===== src/design/bridge_settings.svh =====
// region size must be a power of two; regions sit back to back from the base address
`ifndef BRIDGE_SETTINGS_SVH
`define BRIDGE_SETTINGS_SVH

// number of apb slaves behind the bridge
// one psel bit and one prdata word each
`define BRIDGE_NUM_SLAVES 4

// first byte of region 0
`define BRIDGE_BASE_ADDR 32'h0000_0000

// bytes per slave region
// power of two, so the decode is a shift
`define BRIDGE_REGION_BYTES 256

// access cycles without pready before the bridge gives up
// an expired access answers slverr with zero read data
`define BRIDGE_TIMEOUT 8

// memory map for the defaults above
//   slave 0  0x000 - 0x0ff
//   slave 1  0x100 - 0x1ff
//   slave 2  0x200 - 0x2ff
//   slave 3  0x300 - 0x3ff
//   0x400 and up  decerr, no apb cycle

`endif


===== src/design/bridge_pkg.sv =====
// shared types only; widths fixed at 32-bit address and data, slave count from the settings
`default_nettype none

`include "bridge_settings.svh"

package bridge_pkg;

  // byte address, full 32 bits seen on paddr
  typedef logic [31:0] addr_t;

  // one bus word, axi and apb side alike
  typedef logic [31:0] data_t;

  // byte lanes of data_t
  typedef logic [3:0] strb_t;

  // one-hot psel, all zero when idle or unmapped
  typedef logic [`BRIDGE_NUM_SLAVES-1:0] sel_t;

  // axi4-lite bresp / rresp codes
  // exokay never produced, no exclusive access here
  typedef enum logic [1:0] {
    OKAY   = 2'b00,
    SLVERR = 2'b10,  // pslverr or timeout
    DECERR = 2'b11   // address outside every region
  } axi_resp_e;

  // apb transfer phase
  typedef enum logic [1:0] {
    IDLE   = 2'b00,  // psel low
    SETUP  = 2'b01,  // psel high, penable low
    ACCESS = 2'b10   // psel and penable high until pready or timeout
  } apb_phase_e;

endpackage

`default_nettype wire


===== src/design/apb_req_if.sv =====
// one transfer in flight at a time; valid is a single-cycle strobe with no ready back
`timescale 1ns/1ps
`default_nettype none

interface apb_req_if;
  import bridge_pkg::*;

  logic  valid;    // one cycle per accepted axi request
  addr_t addr;     // captured araddr or awaddr
  data_t wdata;    // write payload, don't care on reads
  strb_t strb;     // byte enables, zero on reads
  logic  write;    // 1 write, 0 read
  sel_t  sel;      // decoded one-hot slave
  logic  dec_err;  // no region covers addr

  // axi input side
  modport src (
    output valid, addr, wdata, strb, write, sel, dec_err
  );

  // apb sequencer
  modport dst (
    input valid, addr, wdata, strb, write, sel, dec_err
  );

endinterface

`default_nettype wire


===== src/design/apb_rsp_if.sv =====
// carries one result per request; valid is a single-cycle strobe with no ready back
`timescale 1ns/1ps
`default_nettype none

interface apb_rsp_if;
  import bridge_pkg::*;

  logic      valid;  // transfer finished, one cycle
  logic      write;  // selects b or r channel
  data_t     rdata;  // zero on timeout and decerr
  axi_resp_e resp;   // okay, slverr or decerr

  // apb sequencer
  modport src (
    output valid, write, rdata, resp
  );

  // axi response side
  modport dst (
    input valid, write, rdata, resp
  );

endinterface

`default_nettype wire


===== src/design/axi_lite_slave_port.sv =====
// write needs aw and w in the same cycle; read wins a tie; one request open until rsp_done
`timescale 1ns/1ps
`default_nettype none

`include "bridge_settings.svh"

module axi_lite_slave_port (
  input  logic              s_axi_clk,
  input  logic              reset,
  input  bridge_pkg::addr_t awaddr,
  input  logic              awvalid,
  output logic              awready,
  input  bridge_pkg::data_t wdata,
  input  bridge_pkg::strb_t wstrb,
  input  logic              wvalid,
  output logic              wready,
  input  bridge_pkg::addr_t araddr,
  input  logic              arvalid,
  output logic              arready,
  input  logic              rsp_done,  // master took b or r
  apb_req_if.src            req
);
  import bridge_pkg::*;

  localparam int unsigned REGION_SHIFT = $clog2(`BRIDGE_REGION_BYTES);

  logic        busy;        // request outstanding
  logic        ar_go;       // read handshake this cycle
  logic        aw_go;       // write handshake, aw and w together
  logic        req_valid;
  addr_t       cap_addr;
  data_t       cap_wdata;
  strb_t       cap_strb;
  logic        cap_write;
  logic [32:0] addr_diff;   // bit 32 is the borrow, address below base
  logic [31-REGION_SHIFT:0] region_idx;

  // read first, write only when both halves are offered
  assign ar_go = !busy && arvalid;
  assign aw_go = !busy && !arvalid && awvalid && wvalid;

  assign arready = ar_go;
  assign awready = aw_go;
  assign wready  = aw_go;

  always_ff @(posedge s_axi_clk) begin
    if (reset) begin
      busy      <= 1'b0;
      req_valid <= 1'b0;
    end else begin
      req_valid <= ar_go || aw_go;  // strobe the cycle after acceptance
      if (ar_go || aw_go) busy <= 1'b1;
      else if (rsp_done)  busy <= 1'b0;  // rearm
    end
  end

  // payload, no reset needed
  always_ff @(posedge s_axi_clk) begin
    if (ar_go || aw_go) begin
      cap_addr  <= ar_go ? araddr : awaddr;
      cap_wdata <= wdata;
      cap_strb  <= ar_go ? '0 : wstrb;  // apb wants pstrb low on reads
      cap_write <= aw_go;
    end
  end

  // equal regions from the base; slave index is offset over region size
  assign addr_diff  = {1'b0, cap_addr} - {1'b0, `BRIDGE_BASE_ADDR};
  assign region_idx = addr_diff[31:REGION_SHIFT];

  assign req.valid   = req_valid;
  assign req.addr    = cap_addr;
  assign req.wdata   = cap_wdata;
  assign req.strb    = cap_strb;
  assign req.write   = cap_write;
  assign req.dec_err = addr_diff[32] || (region_idx >= `BRIDGE_NUM_SLAVES);
  assign req.sel     = req.dec_err ? '0 : sel_t'(1) << region_idx;

  // a b or r handshake only closes a request that was taken
  a_done_busy : assert property (@(posedge s_axi_clk) disable iff (reset)
    rsp_done |-> busy)
    else $error("rsp_done with no request outstanding");

endmodule

`default_nettype wire


===== src/design/apb_transfer_fsm.sv =====
// apb4 master for one transfer at a time; only the selected slave's pready/pslverr/prdata count
`timescale 1ns/1ps
`default_nettype none

`include "bridge_settings.svh"

module apb_transfer_fsm (
  input  logic              s_axi_clk,
  input  logic              reset,
  apb_req_if.dst            req,
  apb_rsp_if.src            rsp,
  output bridge_pkg::addr_t paddr,
  output bridge_pkg::sel_t  psel,
  output logic              penable,
  output logic              pwrite,
  output bridge_pkg::data_t pwdata,
  output bridge_pkg::strb_t pstrb,
  input  bridge_pkg::sel_t  pready,
  input  logic [`BRIDGE_NUM_SLAVES*$bits(bridge_pkg::data_t)-1:0] prdata,
  input  bridge_pkg::sel_t  pslverr
);
  import bridge_pkg::*;

  localparam int DW    = $bits(data_t);
  localparam int CNT_W = $clog2(`BRIDGE_TIMEOUT + 1);

  apb_phase_e       phase;
  logic [CNT_W-1:0] wait_cnt;    // access cycles left before timeout
  sel_t             sel_q;
  logic             ready_sel;   // pready of the addressed slave
  logic             err_sel;
  data_t            rdata_sel;
  logic             timeout;
  logic             done;        // access ends this cycle
  logic             dec_hit;     // unmapped request, answer right away
  logic             rsp_valid_q;
  logic             rsp_write_q;
  data_t            rsp_rdata_q;
  axi_resp_e        rsp_resp_q;

  assign ready_sel = |(pready & sel_q);
  assign err_sel   = |(pslverr & sel_q);

  // mux prdata by the one-hot select
  always_comb begin
    rdata_sel = '0;
    for (int i = 0; i < `BRIDGE_NUM_SLAVES; i++) begin
      if (sel_q[i]) rdata_sel = rdata_sel | prdata[i*DW +: DW];
    end
  end

  assign timeout = (phase == ACCESS) && !ready_sel && (wait_cnt == CNT_W'(1));
  assign done    = (phase == ACCESS) && (ready_sel || timeout);
  assign dec_hit = req.valid && req.dec_err;

  always_ff @(posedge s_axi_clk) begin
    if (reset) begin
      phase       <= IDLE;
      wait_cnt    <= '0;
      rsp_valid_q <= 1'b0;
    end else begin
      rsp_valid_q <= done;
      case (phase)
        IDLE:   if (req.valid && !req.dec_err) phase <= SETUP;
        SETUP: begin
          phase    <= ACCESS;
          wait_cnt <= CNT_W'(`BRIDGE_TIMEOUT);  // reload per transfer
        end
        ACCESS: begin
          if (done) phase <= IDLE;              // psel drops next cycle
          else      wait_cnt <= wait_cnt - 1'b1;
        end
        default: phase <= IDLE;
      endcase
    end
  end

  // apb payload and result, held from capture
  always_ff @(posedge s_axi_clk) begin
    if (phase == IDLE && req.valid) begin
      paddr  <= req.addr;
      pwdata <= req.wdata;
      pstrb  <= req.strb;
      pwrite <= req.write;
      sel_q  <= req.sel;
    end
    if (done) begin
      rsp_write_q <= pwrite;
      rsp_rdata_q <= timeout ? '0 : rdata_sel;
      rsp_resp_q  <= (timeout || err_sel) ? SLVERR : OKAY;
    end
  end

  assign psel    = (phase != IDLE) ? sel_q : '0;
  assign penable = (phase == ACCESS);

  // decerr bypasses the apb phases
  assign rsp.valid = rsp_valid_q || dec_hit;
  assign rsp.write = dec_hit ? req.write : rsp_write_q;
  assign rsp.rdata = dec_hit ? '0 : rsp_rdata_q;
  assign rsp.resp  = dec_hit ? DECERR : rsp_resp_q;

  a_psel_onehot : assert property (@(posedge s_axi_clk) disable iff (reset)
    $onehot0(psel))
    else $error("psel not one-hot");

  // access always follows a setup cycle to the same slave
  a_penable_access : assert property (@(posedge s_axi_clk) disable iff (reset)
    penable |-> (psel != '0) && $past(psel) == psel)
    else $error("penable without matching setup");

endmodule

`default_nettype wire


===== src/design/axi_response_port.sv =====
// holds b or r until the master takes it; a new result never arrives while one is held
`timescale 1ns/1ps
`default_nettype none

module axi_response_port (
  input  logic                  s_axi_clk,
  input  logic                  reset,
  apb_rsp_if.dst                rsp,
  output bridge_pkg::axi_resp_e bresp,
  output logic                  bvalid,
  input  logic                  bready,
  output bridge_pkg::data_t     rdata,
  output bridge_pkg::axi_resp_e rresp,
  output logic                  rvalid,
  input  logic                  rready,
  output logic                  rsp_done  // handshake, frees the input side
);
  import bridge_pkg::*;

  logic load_b;
  logic load_r;

  assign load_b = rsp.valid && rsp.write;
  assign load_r = rsp.valid && !rsp.write;

  always_ff @(posedge s_axi_clk) begin
    if (reset) begin
      bvalid <= 1'b0;
      rvalid <= 1'b0;
    end else begin
      if (load_b)      bvalid <= 1'b1;
      else if (bready) bvalid <= 1'b0;  // drop after the handshake
      if (load_r)      rvalid <= 1'b1;
      else if (rready) rvalid <= 1'b0;
    end
  end

  // channel payload
  always_ff @(posedge s_axi_clk) begin
    if (load_b) bresp <= rsp.resp;
    if (load_r) begin
      rdata <= rsp.rdata;
      rresp <= rsp.resp;
    end
  end

  assign rsp_done = (bvalid && bready) || (rvalid && rready);

  // axi rule, r payload frozen under back-pressure
  a_r_stable : assert property (@(posedge s_axi_clk) disable iff (reset)
    rvalid && !rready |=> rvalid && $stable(rdata) && $stable(rresp))
    else $error("r channel changed while stalled");

endmodule

`default_nettype wire


===== src/design/axi_apb_bridge.sv =====
// axi4-lite to apb4 bridge, one outstanding transfer, no pprot; prdata is one flat bus
`timescale 1ns/1ps
`default_nettype none

`include "bridge_settings.svh"

module axi_apb_bridge (
  input  logic                  s_axi_clk,
  input  logic                  reset,
  // axi4-lite write address and data
  input  bridge_pkg::addr_t     s_axi_awaddr,
  input  logic                  s_axi_awvalid,
  output logic                  s_axi_awready,
  input  bridge_pkg::data_t     s_axi_wdata,
  input  bridge_pkg::strb_t     s_axi_wstrb,
  input  logic                  s_axi_wvalid,
  output logic                  s_axi_wready,
  // write response
  output bridge_pkg::axi_resp_e s_axi_bresp,
  output logic                  s_axi_bvalid,
  input  logic                  s_axi_bready,
  // read address and data
  input  bridge_pkg::addr_t     s_axi_araddr,
  input  logic                  s_axi_arvalid,
  output logic                  s_axi_arready,
  output bridge_pkg::data_t     s_axi_rdata,
  output bridge_pkg::axi_resp_e s_axi_rresp,
  output logic                  s_axi_rvalid,
  input  logic                  s_axi_rready,
  // apb master
  output bridge_pkg::addr_t     m_apb_paddr,
  output bridge_pkg::sel_t      m_apb_psel,
  output logic                  m_apb_penable,
  output logic                  m_apb_pwrite,
  output bridge_pkg::data_t     m_apb_pwdata,
  output bridge_pkg::strb_t     m_apb_pstrb,
  input  bridge_pkg::sel_t      m_apb_pready,
  input  logic [`BRIDGE_NUM_SLAVES*$bits(bridge_pkg::data_t)-1:0] m_apb_prdata,  // slave 0 low
  input  bridge_pkg::sel_t      m_apb_pslverr
);

  logic rsp_done;  // b/r handshake back to the input side

  apb_req_if req_link ();
  apb_rsp_if rsp_link ();

  axi_lite_slave_port u_slave_port (
    .s_axi_clk (s_axi_clk),
    .reset     (reset),
    .awaddr    (s_axi_awaddr),
    .awvalid   (s_axi_awvalid),
    .awready   (s_axi_awready),
    .wdata     (s_axi_wdata),
    .wstrb     (s_axi_wstrb),
    .wvalid    (s_axi_wvalid),
    .wready    (s_axi_wready),
    .araddr    (s_axi_araddr),
    .arvalid   (s_axi_arvalid),
    .arready   (s_axi_arready),
    .rsp_done  (rsp_done),
    .req       (req_link.src)
  );

  apb_transfer_fsm u_apb_fsm (
    .s_axi_clk (s_axi_clk),
    .reset     (reset),
    .req       (req_link.dst),
    .rsp       (rsp_link.src),
    .paddr     (m_apb_paddr),
    .psel      (m_apb_psel),
    .penable   (m_apb_penable),
    .pwrite    (m_apb_pwrite),
    .pwdata    (m_apb_pwdata),
    .pstrb     (m_apb_pstrb),
    .pready    (m_apb_pready),
    .prdata    (m_apb_prdata),
    .pslverr   (m_apb_pslverr)
  );

  axi_response_port u_rsp_port (
    .s_axi_clk (s_axi_clk),
    .reset     (reset),
    .rsp       (rsp_link.dst),
    .bresp     (s_axi_bresp),
    .bvalid    (s_axi_bvalid),
    .bready    (s_axi_bready),
    .rdata     (s_axi_rdata),
    .rresp     (s_axi_rresp),
    .rvalid    (s_axi_rvalid),
    .rready    (s_axi_rready),
    .rsp_done  (rsp_done)
  );

endmodule

`default_nettype wire


===== config.mk =====
export PLATFORM = sky130hd
export DESIGN_NAME = axi_apb_bridge
export DESIGN_NICKNAME = d
export VERILOG_FILES = /design/src/design/bridge_pkg.sv /design/src/design/apb_req_if.sv /design/src/design/apb_rsp_if.sv /design/src/design/axi_lite_slave_port.sv /design/src/design/apb_transfer_fsm.sv /design/src/design/axi_response_port.sv /design/src/design/axi_apb_bridge.sv
export VERILOG_INCLUDE_DIRS = /design/src /design/src/design
export SDC_FILE = /design/constraint.sdc
export NUM_CORES = 1
export LEC_CHECK = 0
export BUFFER_PORTS_ARGS = -buffer_cell sky130_fd_sc_hd__buf_4
export CAP_MARGIN = 20
export CORE_AREA = 3 3 137 139
export DETAILED_ROUTE_END_ITERATION = 8
export DIE_AREA = 0 0 140 142
export GPL_ROUTABILITY_DRIVEN = 0
export PLACE_DENSITY = 0.79
export SKIP_CTS_REPAIR_TIMING = 1
export SLEW_MARGIN = 20
export SYNTH_ARGS = -nofsm -noshare
export SYNTH_HDL_FRONTEND = slang
export SYNTH_SLANG_ARGS = --single-unit

===== constraint.sdc =====
create_clock -name s_axi_clk -period 10.89 [get_ports s_axi_clk]
set_clock_uncertainty 0.15 [all_clocks]
set_input_delay 1.6335 -clock s_axi_clk [delete_from_list [all_inputs] [get_ports s_axi_clk]]
set_output_delay 1.6335 -clock s_axi_clk [all_outputs]
set_load 0.05 [all_outputs]

==> out/results.ini <==
[outcome]
status = finished clean

[drt]
drc = 0
ant_nets = 0
vias = 5762
routedWlPerCell_um = 20.85
viasPerCell = 5.214
drt-pass1-iter-count = 5
first_iter_violations = 418
routed_wl_um = 23030

[min_path]
min_from = u_slave_port.req.wdata[0]$_DFFE_PP_
hp-class = register to register

[worst_setup_path]
crit_fanout = 38
crit_path_top_delay_cell = nor2b_4
crit_end = s_axi_arready
critical-path-max-stage-delay_ns = 0.82
startpoint = s_axi_arvalid
crit_chain = buf_4 -> nor2b_4 -> buf_4
arrival_ns = 2.90
r2r-start = u_slave_port.busy$_SDFFE_PP0P_
worstPathRequired_ns = 9.11
crit_top_cell = buf_4
r2r_setup_slack_ns = 8.12
path_class = input port to output port
end_kind = output port
r2r.worst_path.cells = 4
r2r-end = u_slave_port.req.wdata[0]$_DFFE_PP_
start_kind = input port

[synth]
syn-instance-count = 502
synth_edf_count = 212
synth.avg_cell_area_um2 = 16.84
ys_seq_area_share_pct = 77.90
synth_area_leaders = edfxtp_1, a22oi_1, mux2_2, dfxtp_1, and2_1
yosys.area.top_type = edfxtp_1
ys_ff_latch = 223
ys_types = 34
synth-async-reset-ratio_pct = 0
yosys_warnings = 0
synth_ff_type = edfxtp_1
synthesis.area_um2 = 8454
netlist.area_leader.share_pct = 75.30
syn_nets = 747

[floorplan]
initial_utilization_pct = 47.55
rows = 49
io_pins = 358
core_area_um2 = 17780
dieArea_um2 = 19880
dieWidth_um = 140
chipHeight_um = 142

[placement]
dpl.hpwl_um = 16930
portBuffers = 357

[sta]
slew_violations = 0
relSlewSlack_pct = 31.39
finalCritPeriodShare_pct = 42.98
setup_tns_ns = 0
setup_viol_count_final = 0
fmax_mhz = 213.7
tightest_slew_ns = 1.027
post-route-min-period_ns = 4.681
hold_violations = 0
rsz0062_at_grt = no

[global_routing]
grt_pass1_wl_um = 33550
grt_pass1_vias = 5987
track_usage_pct = 21.86
antenna_found_initial = 0
grt-ovfl-total = 0
grt_max_degree = 75

[clock_tree]
clk_latency_ns = 0.50
clockBufferDepth = 3
root_buffer = clkbuf_16
cts_tree = yes
htreeDepth = 1
clk_pin_slew_worst_paths_ns = 0.06
cts_num_sinks = 223
cts_buffers = 22

[cells_and_area]
final_cell_mix = buf_4, edfxtp_1, a22oi_1, a21oi_1, and2_1
fin_nets = 1105
drive_gt1_share_pct = 50.00
layout_commonest_cell = buf_4
area_growth_pct = 42.55
fillCellCount = 1267
num_antenna_cells = 0

[power]
swShare_pct = 23.85
power_density_nw_per_um2 = 163.8
p_leak_nw = 4.768
fin_total_pwr_mw = 1.975
p_switching_mw = 0.4710
internal_power_mw = 1.504
power.clock.fraction_pct = 35.2
seqPwrFrac_pct = 51.4
vdd_ir_drop_max_uv = 115.8
combPwrFrac_pct = 13.4

[flow_run]
cap_violations = 0

[critical path, delay by kind of cell]
family | cells | cell delay (ns)
buf+inv | 2 | 0.43
simple gates | 1 | 0.82
[metal layers]
layer	routed length, µm	global-route usage (%)	vias to the layer above	part of all wire [%]
met5	0	0	-	0
met4	688	7.853	0	3.0
met3	2049	6.149	45	8.9
met2	12340	40.39	295	54
met1	7960	24.20	2736	35
li1	-	-	2686	-
[sequential cells by signal, summed over array words and instances, names as in the netlist, 2 cells and up]
signal and flops:
u_apb_fsm.pwdata 32, u_rsp_port.rresp 2, u_apb_fsm.pstrb 4, u_slave_port.req.addr 32, u_apb_fsm.rsp_rdata_q 32, u_rsp_port.rdata 32
u_apb_fsm.phase 2, u_apb_fsm.sel_q 4, u_rsp_port.bresp 2, u_slave_port.req.strb 4, u_slave_port.req.wdata 32, u_apb_fsm.paddr 32
u_apb_fsm.wait_cnt 4
[metrics by stage]
stage                     utilization (%)  hold slack (ns)  cell area [µm²]  setup WS [ns]  cells
after floorplan                         -           0.2503             8454          5.830    502
after detailed placement            64.03           0.2545            11380          6.204   1065
after global placement              64.03           0.2503            11380          6.228   1065
after global routing                67.78           0.2717            12050          6.101   1105
after CTS                           67.78           0.2676            12050          6.196   1105
final                               67.78           0.2682            12050          6.209   1105
[cell type report]
cell class | instances | area, µm² | share of cell area, %
sequential | 223 | 6586 | 54.65
timing repair buffer | 365 | 2740 | 22.74
multi-input combinational | 241 | 1744 | 14.47
clock buffer | 29 | 606.8 | 5.035
tap | 229 | 286.5 | 2.377
clock inverter | 11 | 61.31 | 0.5087
inverter | 7 | 26.28 | 0.2180
[kinds of logic (layout without fill, tap and decap cells)]
kind of cell	Yosys count	count (layout)	synth area share (%)
mux	34	34	4.514
flops	223	223	77.90
simple gates	90	90	6.231
buf+inv	38	412	1.894
fa+ha+maj	2	2	0.2959
compound gates	115	115	9.161
[worst min path at each step]
stage | to | cells past startpoint
3_5_place_dp | u_apb_fsm.paddr[0]$_DFFE_PP_ | 0
4_1_cts | u_apb_fsm.paddr[4]$_DFFE_PP_ | 0
5_1_grt | u_apb_fsm.paddr[6]$_DFFE_PP_ | 0
6_report | u_apb_fsm.pwdata[0]$_DFFE_PP_ | 0
3_3_place_gp | u_apb_fsm.pwdata[30]$_DFFE_PP_ | 0
2_1_floorplan | u_apb_fsm.paddr[0]$_DFFE_PP_ | 0
[power by group through the flow]
stage	sequential (mW)	clock [mW]	combinational, mW
2_1_floorplan	1.10	0	0.0683
3_3_place_gp	1.03	0	0.261
3_5_place_dp	1.03	0	0.264
4_1_cts	1.02	0.708	0.266
5_1_grt	1.02	0.746	0.278
6_report	1.02	0.695	0.264
[Yosys cell counts (2+ instances only)]
master and count:
mux2_2 33, a22oi_1 65, nor3_1 4, a22o_1 3, o21ai_0 3, buf_2 5, inv_1 7, and3_1 2
a21oi_1 36, nor3b_1 5, o211ai_1 2, nand2_1 4, nor2_1 11, clkbuf_1 22, dfxtp_1 11, or3_1 3
ha_1 2, buf_1 2, edfxtp_1 212, a221oi_1 3, and2_1 35, nor2b_1 11, nand2b_1 5, nor4_1 6
Power figures use the tool's default switching activity.
